===== config.mk =====
export PLATFORM = sky130hd
export DESIGN_NAME = memory_game
export DESIGN_NICKNAME = d
export VERILOG_FILES = /design/src/rtl/memory_game_pkg.sv /design/src/rtl/sequence_rom.sv /design/src/rtl/game_datapath.sv /design/src/rtl/game_control.sv /design/src/rtl/hex7seg.sv /design/src/rtl/memory_game.sv
export SDC_FILE = /design/constraint.sdc
export NUM_CORES = 1
export LEC_CHECK = 0
export BUFFER_PORTS_ARGS = -buffer_cell sky130_fd_sc_hd__buf_2
export CAP_MARGIN = 0
export CORE_AREA = 4 4 87 150
export CTS_CLUSTER_SIZE = 16
export DETAILED_ROUTE_END_ITERATION = 10
export DIE_AREA = 0 0 91 154
export HOLD_SLACK_MARGIN = 0.05
export PLACE_DENSITY_LB_ADDON = 0.08
export SLEW_MARGIN = 10
export SYNTH_ARGS = -nofsm -noshare
export SYNTH_HDL_FRONTEND = slang
export SYNTH_HIERARCHICAL = 1
export SYNTH_SLANG_ARGS = --single-unit

===== constraint.sdc =====
create_clock -name clock -period 3.5 [get_ports clock]
set_input_delay 0.7 -clock clock [delete_from_list [all_inputs] [get_ports clock]]
set_output_delay 0.7 -clock clock [all_outputs]
set_load 0.05 [all_outputs]

===== src/rtl/memory_game_pkg.sv =====
// Memory game shared types
package memory_game_pkg;

    // --------------------
    // Widths
    // --------------------
    typedef logic [3:0] step_t;
    typedef logic [3:0] color_t;
    // Segment a sits in bit 0, g in bit 6
    typedef logic [6:0] seg_t;

    // Stored game sequence, one-hot colors, one per step
    localparam color_t SEQ_TABLE [16] = '{
        4'b0001, 4'b0100, 4'b0010, 4'b1000,
        4'b0100, 4'b0001, 4'b1000, 4'b0010,
        4'b0010, 4'b1000, 4'b0001, 4'b0100,
        4'b1000, 4'b0010, 4'b0100, 4'b0001
    };

    // --------------------
    // Control states
    // --------------------
    typedef enum logic [3:0] {
        idle       = 4'd0,
        prep_round = 4'd1,
        led_show   = 4'd2,
        led_gap    = 4'd3,
        next_led   = 4'd4,
        wait_play  = 4'd5,
        check_play = 4'd6,
        next_step  = 4'd7,
        next_round = 4'd8,
        won        = 4'd10,
        lost       = 4'd11,
        timed_out  = 4'd12
    } game_state_t;

    // Commands from control to datapath
    typedef struct packed {
        logic clr_round;
        logic inc_round;
        logic clr_step;
        logic inc_step;
        logic load_play;
        logic clr_resp_timer;
        logic run_resp_timer;
        logic clr_led_timer;
        logic run_led_timer;
        logic show_led;
    } dp_ctrl_t;

    // Flags from datapath back to control
    typedef struct packed {
        logic play_seen;
        logic play_match;
        logic step_is_round;
        logic round_is_last;
        logic resp_expired;
        logic led_slot_done;
    } dp_status_t;

endpackage


===== src/rtl/sequence_rom.sv =====
// Color sequence ROM
module sequence_rom
    import memory_game_pkg::*;
(
    input  step_t  addr,
    output color_t color
);

    // Combinational lookup, one entry per step
    always_comb begin
        unique case (addr)
            4'd0:    color = SEQ_TABLE[0];
            4'd1:    color = SEQ_TABLE[1];
            4'd2:    color = SEQ_TABLE[2];
            4'd3:    color = SEQ_TABLE[3];
            4'd4:    color = SEQ_TABLE[4];
            4'd5:    color = SEQ_TABLE[5];
            4'd6:    color = SEQ_TABLE[6];
            4'd7:    color = SEQ_TABLE[7];
            4'd8:    color = SEQ_TABLE[8];
            4'd9:    color = SEQ_TABLE[9];
            4'd10:   color = SEQ_TABLE[10];
            4'd11:   color = SEQ_TABLE[11];
            4'd12:   color = SEQ_TABLE[12];
            4'd13:   color = SEQ_TABLE[13];
            4'd14:   color = SEQ_TABLE[14];
            default: color = SEQ_TABLE[15];
        endcase
    end

endmodule


===== src/rtl/game_datapath.sv =====
// Memory game datapath
module game_datapath
    import memory_game_pkg::*;
#(
    parameter int unsigned ROUNDS      = 8,
    parameter int unsigned RESP_CYCLES = 5000,
    parameter int unsigned LED_CYCLES  = 1000
) (
    input  logic       clock,
    input  logic       arst_n,
    input  color_t     buttons,
    input  dp_ctrl_t   ctrl,
    output dp_status_t status,
    output color_t     leds,
    output step_t      round,
    output step_t      step
);

    localparam int unsigned RESP_W = $clog2(RESP_CYCLES + 1);
    localparam int unsigned LED_W  = $clog2(LED_CYCLES + 1);

    color_t            buttons_q;
    color_t            play_q;
    color_t            item;
    logic [RESP_W-1:0] resp_cnt;
    logic [LED_W-1:0]  led_cnt;

    // Stored item at the current step
    sequence_rom u_rom (
        .addr  ( step ),
        .color ( item )
    );

    // --------------------
    // Round and step counters
    // --------------------
    // Round holds the index of the last item played this round, so round 0 is the first
    always_ff @(posedge clock or negedge arst_n) begin
        if (!arst_n) begin
            round <= '0;
            step  <= '0;
        end else begin
            if (ctrl.clr_round) begin
                round <= '0;
            end else if (ctrl.inc_round) begin
                round <= round + step_t'(1);
            end
            if (ctrl.clr_step) begin
                step <= '0;
            end else if (ctrl.inc_step) begin
                step <= step + step_t'(1);
            end
        end
    end

    // --------------------
    // Press capture
    // --------------------
    always_ff @(posedge clock or negedge arst_n) begin
        if (!arst_n) begin
            buttons_q <= '0;
        end else begin
            buttons_q <= buttons;
        end
    end

    always_ff @(posedge clock) begin
        if (ctrl.load_play) begin
            play_q <= buttons;
        end
    end

    // --------------------
    // Timers
    // --------------------
    always_ff @(posedge clock or negedge arst_n) begin
        if (!arst_n) begin
            resp_cnt <= '0;
            led_cnt  <= '0;
        end else begin
            if (ctrl.clr_resp_timer) begin
                resp_cnt <= '0;
            end else if (ctrl.run_resp_timer) begin
                resp_cnt <= resp_cnt + 1'b1;
            end
            if (ctrl.clr_led_timer) begin
                led_cnt <= '0;
            end else if (ctrl.run_led_timer) begin
                led_cnt <= led_cnt + 1'b1;
            end
        end
    end

    // Status back to control
    always_comb begin
        // Rising edge of any button out of the all-released state
        status.play_seen     = (buttons != '0) && (buttons_q == '0);
        status.play_match    = (play_q == item);
        status.step_is_round = (step == round);
        status.round_is_last = (round == step_t'(ROUNDS - 1));
        status.resp_expired  = (resp_cnt == RESP_W'(RESP_CYCLES - 1));
        status.led_slot_done = (led_cnt == LED_W'(LED_CYCLES - 1));
    end

    assign leds = ctrl.show_led ? item : '0;

    // Control must never let the step run past the current round
    a_step_within_round: assert property (
        @(posedge clock) disable iff (!arst_n) step <= round
    ) else $error("step index is past the round index");

endmodule


===== src/rtl/game_control.sv =====
// Memory game control FSM
module game_control
    import memory_game_pkg::*;
(
    input  logic        clock,
    input  logic        arst_n,
    input  logic        start,
    input  dp_status_t  status,
    output dp_ctrl_t    ctrl,
    output logic        won,
    output logic        lost,
    output logic        timed_out,
    output logic        done,
    output game_state_t state
);

    game_state_t state_next;

    // --------------------
    // State register
    // --------------------
    always_ff @(posedge clock or negedge arst_n) begin
        if (!arst_n) begin
            state <= idle;
        end else begin
            state <= state_next;
        end
    end

    // --------------------
    // Next state and commands
    // --------------------
    always_comb begin
        state_next = state;
        ctrl       = '0;
        unique case (state)
            // Start also restarts from any outcome state
            idle, memory_game_pkg::won, memory_game_pkg::lost,
            memory_game_pkg::timed_out: begin
                if (start) begin
                    ctrl.clr_round = 1'b1;
                    ctrl.clr_step  = 1'b1;
                    state_next     = prep_round;
                end
            end
            prep_round: begin
                ctrl.clr_step      = 1'b1;
                ctrl.clr_led_timer = 1'b1;
                state_next         = led_show;
            end
            // next_led is the first lit cycle of the following item
            led_show, next_led: begin
                ctrl.show_led = 1'b1;
                if (status.led_slot_done) begin
                    ctrl.clr_led_timer = 1'b1;
                    state_next         = led_gap;
                end else begin
                    ctrl.run_led_timer = 1'b1;
                    state_next         = led_show;
                end
            end
            led_gap: begin
                if (status.led_slot_done) begin
                    ctrl.clr_led_timer = 1'b1;
                    if (status.step_is_round) begin
                        ctrl.clr_step       = 1'b1;
                        ctrl.clr_resp_timer = 1'b1;
                        state_next          = wait_play;
                    end else begin
                        ctrl.inc_step = 1'b1;
                        state_next    = next_led;
                    end
                end else begin
                    ctrl.run_led_timer = 1'b1;
                end
            end
            wait_play: begin
                if (status.play_seen) begin
                    ctrl.load_play      = 1'b1;
                    ctrl.clr_resp_timer = 1'b1;
                    state_next          = check_play;
                end else if (status.resp_expired) begin
                    state_next = memory_game_pkg::timed_out;
                end else begin
                    ctrl.run_resp_timer = 1'b1;
                end
            end
            check_play: begin
                if (!status.play_match) begin
                    state_next = memory_game_pkg::lost;
                end else if (!status.step_is_round) begin
                    state_next = next_step;
                end else if (status.round_is_last) begin
                    state_next = memory_game_pkg::won;
                end else begin
                    state_next = next_round;
                end
            end
            next_step: begin
                ctrl.inc_step = 1'b1;
                state_next    = wait_play;
            end
            next_round: begin
                ctrl.inc_round = 1'b1;
                state_next     = prep_round;
            end
            default: state_next = idle;
        endcase
    end

    // --------------------
    // Outcome outputs
    // --------------------
    // Taken from the next state so the flags line up with the state register
    always_ff @(posedge clock or negedge arst_n) begin
        if (!arst_n) begin
            won       <= 1'b0;
            lost      <= 1'b0;
            timed_out <= 1'b0;
            done      <= 1'b0;
        end else begin
            won       <= (state_next == memory_game_pkg::won);
            lost      <= (state_next == memory_game_pkg::lost) ||
                         (state_next == memory_game_pkg::timed_out);
            timed_out <= (state_next == memory_game_pkg::timed_out);
            done      <= (state_next == memory_game_pkg::won) ||
                         (state_next == memory_game_pkg::lost) ||
                         (state_next == memory_game_pkg::timed_out);
        end
    end

    a_outcome_exclusive: assert property (
        @(posedge clock) disable iff (!arst_n) !(won && lost)
    ) else $error("won and lost raised together");

endmodule


===== src/rtl/hex7seg.sv =====
// Hex digit to seven-segment decoder
module hex7seg
    import memory_game_pkg::*;
(
    input  step_t digit,
    output seg_t  seg
);

    // Active high, bit order g f e d c b a
    always_comb begin
        unique case (digit)
            4'h0:    seg = 7'h3f;
            4'h1:    seg = 7'h06;
            4'h2:    seg = 7'h5b;
            4'h3:    seg = 7'h4f;
            4'h4:    seg = 7'h66;
            4'h5:    seg = 7'h6d;
            4'h6:    seg = 7'h7d;
            4'h7:    seg = 7'h07;
            4'h8:    seg = 7'h7f;
            4'h9:    seg = 7'h6f;
            4'ha:    seg = 7'h77;
            // Lower case b and d keep them apart from 8 and 0
            4'hb:    seg = 7'h7c;
            4'hc:    seg = 7'h39;
            4'hd:    seg = 7'h5e;
            4'he:    seg = 7'h79;
            default: seg = 7'h71;
        endcase
    end

endmodule


===== src/rtl/memory_game.sv =====
// Memory game top level
module memory_game
    import memory_game_pkg::*;
#(
    parameter int unsigned ROUNDS      = 8,
    parameter int unsigned RESP_CYCLES = 5000,
    parameter int unsigned LED_CYCLES  = 1000
) (
    input  logic   clock,
    input  logic   arst_n,
    input  logic   start,
    input  color_t buttons,
    output logic   won,
    output logic   lost,
    output logic   timed_out,
    output logic   done,
    output color_t leds,
    output seg_t   db_state,
    output seg_t   db_round,
    output seg_t   db_step
);

    dp_ctrl_t    ctrl;
    dp_status_t  status;
    step_t       round;
    step_t       step;
    game_state_t state;

    game_datapath #(
        .ROUNDS      ( ROUNDS      ),
        .RESP_CYCLES ( RESP_CYCLES ),
        .LED_CYCLES  ( LED_CYCLES  )
    ) u_datapath (
        .clock   ( clock   ),
        .arst_n  ( arst_n  ),
        .buttons ( buttons ),
        .ctrl    ( ctrl    ),
        .status  ( status  ),
        .leds    ( leds    ),
        .round   ( round   ),
        .step    ( step    )
    );

    game_control u_control (
        .clock     ( clock     ),
        .arst_n    ( arst_n    ),
        .start     ( start     ),
        .status    ( status    ),
        .ctrl      ( ctrl      ),
        .won       ( won       ),
        .lost      ( lost      ),
        .timed_out ( timed_out ),
        .done      ( done      ),
        .state     ( state     )
    );

    // --------------------
    // Debug displays
    // --------------------
    hex7seg u_hex_state (
        .digit ( step_t'(state) ),
        .seg   ( db_state       )
    );

    hex7seg u_hex_round (
        .digit ( round    ),
        .seg   ( db_round )
    );

    hex7seg u_hex_step (
        .digit ( step    ),
        .seg   ( db_step )
    );

endmodule


==> impl_results.md, run 1 <==
* Asr flop ratio synth at 91.5%
* Largest family of logic cells by synthesized area: simple AND/OR/NAND/NOR gates
* Final setup viols at 0
* Final setup TNS at 0 ns
* Flop pwr share at 31.7%
* Status: finished, final reports clean
* Post-Syn Nets at 401
* First-pass DRT Iterations at 4
* Leakage at roughly 0.0017 uW
* Top Ports at 36
* Crit path capture type: output pin
* Nets at 437
* Most frequent cells in the layout: dfrtp_1, buf_2, nor2_1
* N_diodes at 0
* CTS Buf Count at 5
* Routed WL at 8.49 mm
* Most common cell after layout, fill and taps aside: dfrtp_1
* Final hold vios at 0
* Starting Density at just under 30%
* Worst path slowest cell: dfrtp_1
* Layout cells sized above 1 at 18.5%
* Synth area leaders: dfrtp_1, ha_1, xor2_1
* Headroom to the max-slew limit at a little under a third
* Worst-path clk slew at 0.06 ns
* Vias/cell at 5.17
* Crit path launch type: register
* Post-synthesis sequential area ratio at roughly a third
* # DRC at 0
* WHS at 0.548 ns
* Mapped Area at 3480 um2
* Die height at 154 um
* I/O Buffers at 35
* Number of flops mapped to enable cells by yosys at 4
* Peak supply drop at 0.171 mV
* Synth Flop Type: dfrtp_1
* Die X at 91 um
* Power Dens Cells at slightly below 600 nW/um2
* Crit Path Category: reg2out
* Simple-gate portion of the synthesized area at 21.2%
* Post-synth cell types at 57
* Detailed-route wire length per cell at 15.6 um
* Remaining antenna violation count after routing at 0
* Post-synth top area share at 30.9%
* Fmax at between 300 and 400 MHz
* Synth Area in XOR/XNOR at 7.29%
* Global-route wire length before repair at 14.3 mm
* Comb power frac at 48.4%
* Area of all sequential standard cells at 1200 um2
* Clk Latency, worst-skew pair at 0.28 ns
* Clock share of power at 19.9%
* Synth area leader: dfrtp_1
* Internal Pwr Total at between 1000 and 1500 uW
* Final period util at 80.5%
* Mux cell area share after synthesis at under 10%
* Slew @ Worst Pin at 1.03 ns
* CP Cell Sequence: inv_1 > ha_1 > mux4_1 > buf_2
* Root Buffer: clkbuf_16
* CP required at 2.80 ns
* Reg2reg setup slack at 0.70 ns
* Yosys Warn Count at 6
* Clock skew at 0.00642 ns
* Total grt overflow at 0
* Slew Viols, Final at 0
* Syn Inst Count at 369
* Yosys reg bits at 47
* # fillers at around 1,300
* Longest Clk Path Bufs at 2
* Arrival time of the worst setup path at 2.12 ns
* Vias in the first global route at 2,896
* H-tree levels at 2
* Post-route minimum period at 2.82 ns
* Core Box Area at 11,900 um2
* Max Cap Viol at 0
* Post_cts resized at 0
* Mapped Avg Cell Area at 9.44 um2
* Antenna violations before repair at 0
* Sw Pwr at 1040 uW
* Gr usage total at 12.5%
* RD Place Congestion at 0.721
* CTS Hold Buffers Added at 0
* Clk sinks at 47
* Worst hold path class: in2reg
* CP max stage delay at 0.60 ns
* Vias at 2,806
* Adder-Cell Fraction of Synth Area at 8.98%
* DR iter-0 viols at 141
* Post-synthesis compound-gate area fraction at 14.2%
* FP Rows at 53
* TritonCTS clock tree: done
* Critical path peak fanout at 10
* Detailed placement HPWL at 6.34 mm
* RSZ-0062 raised after global routing: no
* Switching fraction of total power at 45.0%
* Die outline area at 14,000 um2
* Area Growth Syn to Fin at 13.4%
* Area taken by multi-input logic gates at 2090 um2
* Post-CTS Setup Bufs at 0
* Largest net degree at the start of global routing at 44
[metrics by stage]
stage,util (%),setup slack (ns),std cells,total power [uW],instance area (um2)
after floorplan,-,0.865,369,1600,3480
final,33.1,0.683,543,2320,3950
after CTS,33.1,0.634,543,2360,3950
after global routing,33.1,0.463,543,2480,3950
after detailed placement,31.9,0.663,535,1870,3810
after global placement,31.9,0.684,535,1870,3810
[cells by family (layout without fill, tap and decap cells)]
family | count (synthesis) | in the layout
AOI/OAI and AO/OA | 68 | 68
xor gates and xnor gates | 29 | 29
buffers and inverters | 43 | 80
adders and majority gates | 25 | 25
DFF | 47 | 47
muxes | 22 | 22
and+or+nand+nor | 135 | 135
[worst max-delay path, delay by kind of cell, from the launching register on]
kind	cells	cell delay (ns)
fa+ha+maj	1	0.35
flops	1	0.60
mux	1	0.48
buf+inv	2	0.40
[cell usage after synthesis, types with 2 or more instances]
library cell	number
a21oi_1	28
a31o_2	2
a31oi_1	3
and2_1	5
buf_2	11
buf_6	3
clkbuf_1	3
dfrtp_1	43
edfxtp_1	4
ha_1	25
inv_1	25
mux2_2	7
mux2_4	2
mux2i_1	10
mux4_1	3
nand2_1	24
nand2b_1	7
nand3_1	4
nand3b_1	4
nand4_1	12
nor2_1	33
nor2b_1	4
nor3_1	12
nor4_1	4
o21ai_0	5
o31a_1	2
o31ai_1	9
o32a_1	4
or2b_1	3
or3_1	4
or4_1	10
or4b_2	2
xnor2_1	8
xor2_1	21
[layer usage]
| metal | up-vias | GRT usage, % | part of all wire, % |
|---|---|---|---|
| li1 | 1388 | - | - |
| met5 | - | 0 | 0 |
| met3 | 12 | 1.32 | 2.0 |
| met1 | 1363 | 12.7 | 38 |
| met2 | 43 | 24.8 | 57 |
| met4 | 0 | 5.47 | 3.1 |
[sequential cells by signal, summed over array words and instances, names as in the netlist]
signal,count
u_control/done,1
u_control/state,4
u_control/timed_out,1
u_datapath/led_cnt,10
u_datapath/round,4
u_datapath/buttons_q,4
u_datapath/play_q,4
u_datapath/step,4
u_datapath/resp_cnt,13
u_control/won,1
u_control/lost,1
[cell type report]
class / instances / share of cell area [%]
sequential: 47 / 30.3
multi-input combinational: 279 / 52.8
timing repair buffer: 47 / 6.71
inverter: 25 / 2.37
clock buffer: 7 / 3.36
clock inverter: 1 / 0.127
tap: 137 / 4.34
[path summary, 6_finish.rpt]
| path | from | endpoint | depth (start not counted) |
|---|---|---|---|
| min in group asynchronous | arst_n | u_datapath/led_cnt[7] | 1 |
| hold reg to reg | u_datapath/resp_cnt[12] | u_datapath/resp_cnt[12] | 2 |
| max in group asynchronous | arst_n | u_datapath/buttons_q[1] | 1 |
| setup reg to reg | u_datapath/step[1] | u_datapath/resp_cnt[11] | 7 |
| setup / recovery | u_datapath/step[0] | db_step[3] | 4 |
| hold / removal | buttons[1] | u_datapath/buttons_q[1] | 1 |
[power groups by stage]
| stage | logic (uW) | clock network (uW) | registers [uW] |
|---|---|---|---|
| after global routing | 1230 | 505 | 752 |
| after global placement | 1130 | 0 | 745 |
| after detailed placement | 1130 | 0 | 745 |
| after CTS | 1130 | 488 | 736 |
| final | 1120 | 461 | 735 |
| after floorplan | 899 | 0 | 703 |
(Power assumes the default switching activity.)
==> run 2: changes to the inputs <==
--- a/config.mk
+++ b/config.mk
@@ -5,12 +5,13 @@
 export SDC_FILE = /design/constraint.sdc
 export NUM_CORES = 1
 export LEC_CHECK = 0
+export ABC_AREA = 1
 export BUFFER_PORTS_ARGS = -buffer_cell sky130_fd_sc_hd__buf_2
 export CAP_MARGIN = 0
-export CORE_AREA = 4 4 87 150
+export CORE_AREA = 4 4 88 153
 export CTS_CLUSTER_SIZE = 16
 export DETAILED_ROUTE_END_ITERATION = 10
-export DIE_AREA = 0 0 91 154
+export DIE_AREA = 0 0 92 157
 export HOLD_SLACK_MARGIN = 0.05
 export PLACE_DENSITY_LB_ADDON = 0.08
 export SLEW_MARGIN = 10
==> constraint.sdc (replaced) <==
create_clock -name clock -period 2.8 [get_ports clock]
set_input_delay 0.56 -clock clock [delete_from_list [all_inputs] [get_ports clock]]
set_output_delay 0.56 -clock clock [all_outputs]
set_load 0.05 [all_outputs]
==> run 2 against run 1 <==
Against the previous run: non-clock buffer count increased by 5; global-route usage is 1.0 points higher; first-iteration DRC count fell by 1.4%; sequential share of layout area shrank 2.3 points; register-to-register slack worse by 0.34 ns; count of clock-buffer cells in the layout stayed put; die area up 3.1%; core utilization up 1.6 points; cell area up 8.1%; power grew 7.7%; clock power rose by 62%; critical path type unchanged.
==> impl_results.md, run 2 <==
* Status: finished, final reports clean
* RD Place Congestion at 0.805 (+12%)
* Worst path slowest cell: dfrtp_1
* Vias in the first global route at 3,435 (+19%)
* Top Ports at 36 (unchanged)
* Vias at 3,426 (+22%)
* Post_cts resized at 0 (unchanged)
* Post-synth cell types at 32 (-44%)
* Yosys reg bits at 47 (unchanged)
* Largest net degree at the start of global routing at 44 (unchanged)
* Number of flops mapped to enable cells by yosys at 4 (unchanged)
* Max reg flops at 13 (unchanged)
* Placed instance count at 745 (+39%)
* Crit Path Category: reg2out
* Final hold vios at 0 (unchanged)
* Arrival time of the worst setup path at 1.97 ns (-0.15 ns)
* Synth area leaders: dfrtp_1, nand2_1, ha_1
* RSZ-0062 raised after global routing: no
* Post-Syn Nets at 561 (+40%)
* Post-synth top area share at 29.8% (-1.1 points)
* CP required at 2.24 ns (-0.56 ns)
* Mapped Avg Cell Area at 6.83 um2 (-28%)
* Max Cap Viol at 0 (unchanged)
* Final setup viols at 0 (unchanged)
* CP max stage delay at 0.64 ns (+0.04 ns)
* Cell mode on critical path: nand2_1
* Clk Latency, worst-skew pair at 0.29 ns (about the same)
* Slew Viols, Final at 0 (unchanged)
* Gr usage total at 13.5% (+1.0 points)
* N_diodes at 0 (unchanged)
* Mapped Area at 3610 um2 (+3.6%)
* Leakage at 0.00217 uW (+30%)
* CTS Buf Count at 5 (unchanged)
* Longest Clk Path Bufs at 2 (unchanged)
* Final period util at approximately 90%
* Biggest regs: u_datapath/resp_cnt x13, u_datapath/led_cnt x10
* Count leader, synth: nand2_1
* Non-filler cells, final at 753 (+39%)
* Crit path launch type: register
* I/O Buffers at 35 (unchanged)
* Fmax at 396 MHz
* Post-synthesis sequential area ratio at 33.1% (-1.2 points)
* Synth area leader: dfrtp_1
* Final setup TNS at 0 ns (unchanged)
* Most frequent cells in the layout: nand2_1, inv_1, nor2_1
* Antenna violations before repair at 0 (unchanged)
* # DRC at 0 (unchanged)
* Asr flop ratio synth at 91.5% (unchanged)
* Nets at 616 (+41%)
* DR iter-0 viols at 139 (-1.4%)
* Critical path peak fanout at 14 (+4)
* First-pass DRT Iterations at 4 (unchanged)
* Post-route minimum period at about 2.5 ns
* Crit path capture type: output pin
* CP Cell Sequence: inv_1 > ha_1 > nand2_1 > o21ai_0 > nand2_1 > nand2_1 > buf_2
* Remaining antenna violation count after routing at 0 (unchanged)
* Most common cell after layout, fill and taps aside: nand2_1
* Detailed-route wire length per cell at 12.3 um (-21%)
* Clk sinks at 47 (unchanged)
* Commonest cells post-synth: nand2_1, inv_1, nor2_1, dfrtp_1, nand3_1
* Worst-path clk slew at 0.07 ns (about the same)
* FP Rows at 54 (+1.9%)
* Layout cells sized above 1 at 16.8% (-1.7 points)
* Yosys Warn Count at 6 (unchanged)
* Clock skew at 0.00279 ns (-0.00363 ns)
* Power Dens Cells at 584 nW/um2 (-0.33%)
* Peak supply drop at 0.278 mV (+63%)
* Area Growth Syn to Fin at 18.3%
* Headroom to the max-slew limit at 60.8% (+29 points)
* Detailed placement HPWL at 7.33 mm (+16%)
* TritonCTS clock tree: done
* Die outline area at 14,400 um2 (+3.1%)
* Slew @ Worst Pin at 0.587 ns (-0.438 ns)
* Core Box Area at 12,300 um2 (+3.0%)
* Root Buffer: clkbuf_16
* Largest Register: u_datapath/resp_cnt
* CTS Hold Buffers Added at 0 (unchanged)
* Starting Density at 29.4% (+0.17 points)
* Die X at 92 um (+1.1%)
* Post-CTS Setup Bufs at 0 (unchanged)
* Vias/cell at 4.55 (-12%)
* Global-route wire length before repair at 15.7 mm (+9.8%)
* Synth Flop Type: dfrtp_1
* Total grt overflow at 0 (unchanged)
* Worst hold path class: in2async
* Die height at 157 um (+1.9%)
* Syn Inst Count at 529 (+43%)
* Routed WL at 9.26 mm (+9.1%)
* Pwr Total at 2490 uW (+7.7%)
* H-tree levels at 2 (unchanged)
==> run 2: changes by cell type after synthesis, moves of 11 or more <==
cell     before  now
a21oi_1      28   16
buf_2        11    0
inv_1        25   65
nand2_1      24  176
nand3_1       4   43
nor2_1       33   60
xor2_1       21    8
==> run 2: cell families (layout without fill, tap and decap cells) <==
| group | count (synthesis) | after routing | synth area share (%) |
|---|---|---|---|
| compound gates | 41 | 41 | 6.24 |
| simple gates | 332 | 332 | 41.1 |
| xor+xnor | 9 | 9 | 2.18 |
| flops | 47 | 47 | 33.1 |
| buf+inv | 75 | 131 | 8.70 |
| fa+ha+maj | 25 | 25 | 8.66 |
==> run 2: worst paths after layout <==
path	from	to	slack (ns)	depth (start not counted)
max	u_datapath/step[0]	db_step[3]	0.27	7
min	arst_n	u_datapath/resp_cnt[12]	0.35	2
max reg2reg	u_datapath/step[0]	u_control/done	0.36	15
min reg2reg	u_datapath/led_cnt[5]	u_datapath/led_cnt[5]	0.50	1
max in group asynchronous	arst_n	u_datapath/step[3]	2.04	2
min in group clock	buttons[0]	u_datapath/buttons_q[0]	0.41	1
==> run 2: cell type report <==
| type | instances | area, um2 |
|---|---|---|
| fill | 1366 | 8030 |
| tap | 168 | 210 |
| sequential | 47 | 1200 |
| clock buffer | 7 | 154 |
| clock inverter | 1 | 30.0 |
| multi-input combinational | 407 | 2100 |
| inverter | 71 | 277 |
| timing repair buffer | 52 | 303 |
==> run 2: layer usage <==
metal,part of all wire (%),GRT usage [%],vias to the layer above
li1,-,-,1781
met1,37,12.7,1584
met2,59,28.5,52
met3,2.0,1.53,9
met4,1.9,5.46,0
met5,0,0,-
==> run 2: stage by stage <==
stage | hold slack, ns | utilization [%] | area, um2 | setup slack [ns]
2_1_floorplan | 0.264 | - | 3610 | 0.576
3_3_place_gp | 0.487 | 33.2 | 4090 | 0.327
3_5_place_dp | 0.494 | 33.2 | 4090 | 0.349
4_1_cts | 0.383 | 34.7 | 4270 | 0.248
5_1_grt | 0.399 | 34.7 | 4270 | 0.112
6_report | 0.348 | 34.7 | 4270 | 0.273
==> run 2: critical path: cells and delay by family, from the launching register on <==
| kind | cells | cell delay (ns) |
|---|---|---|
| simple gates | 3 | 0.20 |
| flops | 1 | 0.64 |
| fa+ha+maj | 1 | 0.33 |
| compound gates | 1 | 0.08 |
| buf+inv | 2 | 0.45 |
==> run 2: power by group <==
group | internal (uW) | switching [uW]
registers | 738 | 65.2
logic | 260 | 682
clock network | 477 | 272
total | 1470 | 1020
==> run 3: changes to the inputs <==
--- a/config.mk
+++ b/config.mk
@@ -14,6 +14,7 @@
 export DIE_AREA = 0 0 92 157
 export HOLD_SLACK_MARGIN = 0.05
 export PLACE_DENSITY_LB_ADDON = 0.08
+export RECOVER_POWER = 100
 export SLEW_MARGIN = 10
 export SYNTH_ARGS = -nofsm -noshare
 export SYNTH_HDL_FRONTEND = slang
==> run 3 against run 2 <==
Against the previous run: cell count unchanged; count of clock-buffer cells in the layout unchanged; highest routed layer unchanged; wire length about the same; critical path depth unchanged; largest power group unchanged; sequential power about the same; worst setup slack worse by 0.016 ns; register-to-register slack about the same.
==> impl_results.md, run 3 (synthesized netlist as in run 2, its figures left out) <==
* Status: finished, final reports clean
* Gr usage total at 13.5% (unchanged)
* Post_cts resized at 0 (unchanged)
* Clock skew at 0.00268 ns (-0.000113 ns)
* N_diodes at 0 (unchanged)
* Slew @ Worst Pin at 1.14 ns (+0.549 ns)
* Power Dens Cells at 588 nW/um2 (+0.72%)
* Longest Clk Path Bufs at 2 (unchanged)
* Detailed placement HPWL at 7.33 mm (unchanged)
* Die outline area at 14,400 um2 (unchanged)
* Pre-CTS setup slack at 0.349 ns (unchanged)
* # DRC at 0 (unchanged)
* Peak supply drop at 0.278 mV (about the same)
* # fillers at 1,376 (+0.73%)
* Sw Pwr at 1010 uW (-0.47%)
* FP Rows at 54 (unchanged)
* Crit path capture type: output pin
* Fmax at 393 MHz (-0.62%)
* Clk sinks at 47 (unchanged)
* Area Growth Syn to Fin at 16.3%
* Final period util at 90.8% (+0.57 points)
* Final setup TNS at 0 ns (unchanged)
* RD Place Congestion at 0.805 (unchanged)
* Largest Register: u_datapath/resp_cnt
* Arrival time of the worst setup path at 1.98 ns (about the same)
* Headroom to the max-slew limit at 24.2% (-37 points)
* Leakage at 0.00211 uW (-2.9%)
* First-pass DRT Iterations at 4 (unchanged)
* Area taken by multi-input logic gates at 2070 um2 (-1.7%)
* Comb power frac at 37.1% (-0.7 points)
* Remaining antenna violation count after routing at 0 (unchanged)
* Nets at 616 (unchanged)
* Total grt overflow at 0 (unchanged)
* Crit Path Category: reg2out
* DR iter-0 viols at 176 (+27%)
* RSZ-0062 raised after global routing: no
* Crit path launch type: register
* Placed cell area at 4090 um2 (unchanged)
* CTS Buf Count at 5 (unchanged)
* Top Ports at 36 (unchanged)
* Die height at 157 um (unchanged)
* Root Buffer: clkbuf_16
* CTS Hold Buffers Added at 0 (unchanged)
* Biggest regs: u_datapath/resp_cnt x13, u_datapath/led_cnt x10
* Post-route cell area at 4200 um2 (-1.7%)
* Largest net degree at the start of global routing at 44 (unchanged)
* Switching fraction of total power at 41.1% (+0.21 points)
* Final setup viols at 0 (unchanged)
* Clk Latency, worst-skew pair at 0.29 ns (about the same)
* Worst-path clk slew at 0.07 ns (about the same)
* Die X at 92 um (unchanged)
* Starting Density at 29.4% (unchanged)
* Non-filler cells, final at 753 (unchanged)
* Detailed-route wire length per cell at 12.3 um (about the same)
* Most frequent cells in the layout: nand2_1, inv_1, nor2_1
* CP required at 2.24 ns (about the same)
* Post-route minimum period at 2.54 ns (+0.0159 ns)
* Flop pwr share at 32.5% (+0.3 points)
* Area of all sequential standard cells at 1200 um2 (unchanged)
* Max Cap Viol at 0 (unchanged)
* Core Box Area at 12,300 um2 (unchanged)
* TritonCTS clock tree: done
* Most common cell after layout, fill and taps aside: nand2_1
* Internal Pwr Total at 1450 uW (-1.3%)
* Clock share of power at 30.3% (+0.3 points)
* Placed instance count at 745 (unchanged)
* Post-CTS Setup Bufs at 0 (unchanged)
* Vias at 3,458 (+0.93%)
* Final worst slack at 0.257 ns (-0.0159 ns)
* Critical path peak fanout at 14 (unchanged)
* Vias/cell at 4.59 (+0.93%)
* Max reg flops at 13 (unchanged)
* Vias in the first global route at 3,435 (unchanged)
* H-tree levels at 2 (unchanged)
* Global-route wire length before repair at 15.7 mm (unchanged)
* Worst hold path class: in2reg
* Layout cells sized above 1 at 11.5% (-5.3 points)
* Final hold vios at 0 (unchanged)
* Antenna violations before repair at 0 (unchanged)
* Slew Viols, Final at 0 (unchanged)
* I/O Buffers at 35 (unchanged)
* Routed WL at 9.26 mm (about the same)
[run 3: power by group through the flow]
stage                     clock network [uW]  registers (uW)  logic, uW
after floorplan                            0             803        701
after global placement                     0             819        948
after detailed placement                   0             816        948
after CTS                                778             803        949
after global routing                     797             812       1040
final                                    748             804        917
[run 3: cell type report]
type | instances | share of cell area [%]
Timing Repair Buffer | 52 | 6.32
Sequential cell | 47 | 28.5
Clock inverter | 1 | 0.715
Clock buffer | 7 | 3.67
Inverter | 71 | 6.59
Tap cell | 168 | 5.01
Multi-Input combinational cell | 407 | 49.2
[run 3: stage by stage]
stage	power (uW)	hold slack, ns	util (%)
finish	2470	0.418	34.1
global route	2650	0.413	34.1
CTS	2530	0.383	34.7
detailed placement	1760	0.494	33.2
global placement	1770	0.487	33.2
floorplan	1500	0.264	-
[run 3: final timing paths]
kind / from / to / slack, ns / cells past startpoint
worst max-delay path: u_datapath/step[0] / db_step[3] / 0.26 / 7
worst min-delay path: buttons[0] / u_datapath/buttons_q[0] / 0.42 / 1
worst max register to register: u_datapath/step[0] / u_control/done / 0.35 / 15
worst min register to register: u_datapath/led_cnt[5] / u_datapath/led_cnt[5] / 0.50 / 1
max in group asynchronous: arst_n / u_datapath/step[3] / 1.53 / 2
min in group asynchronous: arst_n / u_datapath/resp_cnt[12] / 0.57 / 2
[run 3: critical path: stages, from the launching register on]
cell	delay, ns
dfrtp_1	0.63
inv_1	0.19
ha_1	0.33
nand2_1	0.07
o21ai_0	0.08
nand2_1	0.07
nand2_1	0.06
clkbuf_2	0.26
[run 3: per-layer routing]
metal	global-route usage [%]	vias to the layer above	routed length, um
li1	-	1778	-
met1	12.7	1594	3370
met2	28.5	75	5480
met3	1.53	11	222
met4	5.46	0	193
met5	0	-	0
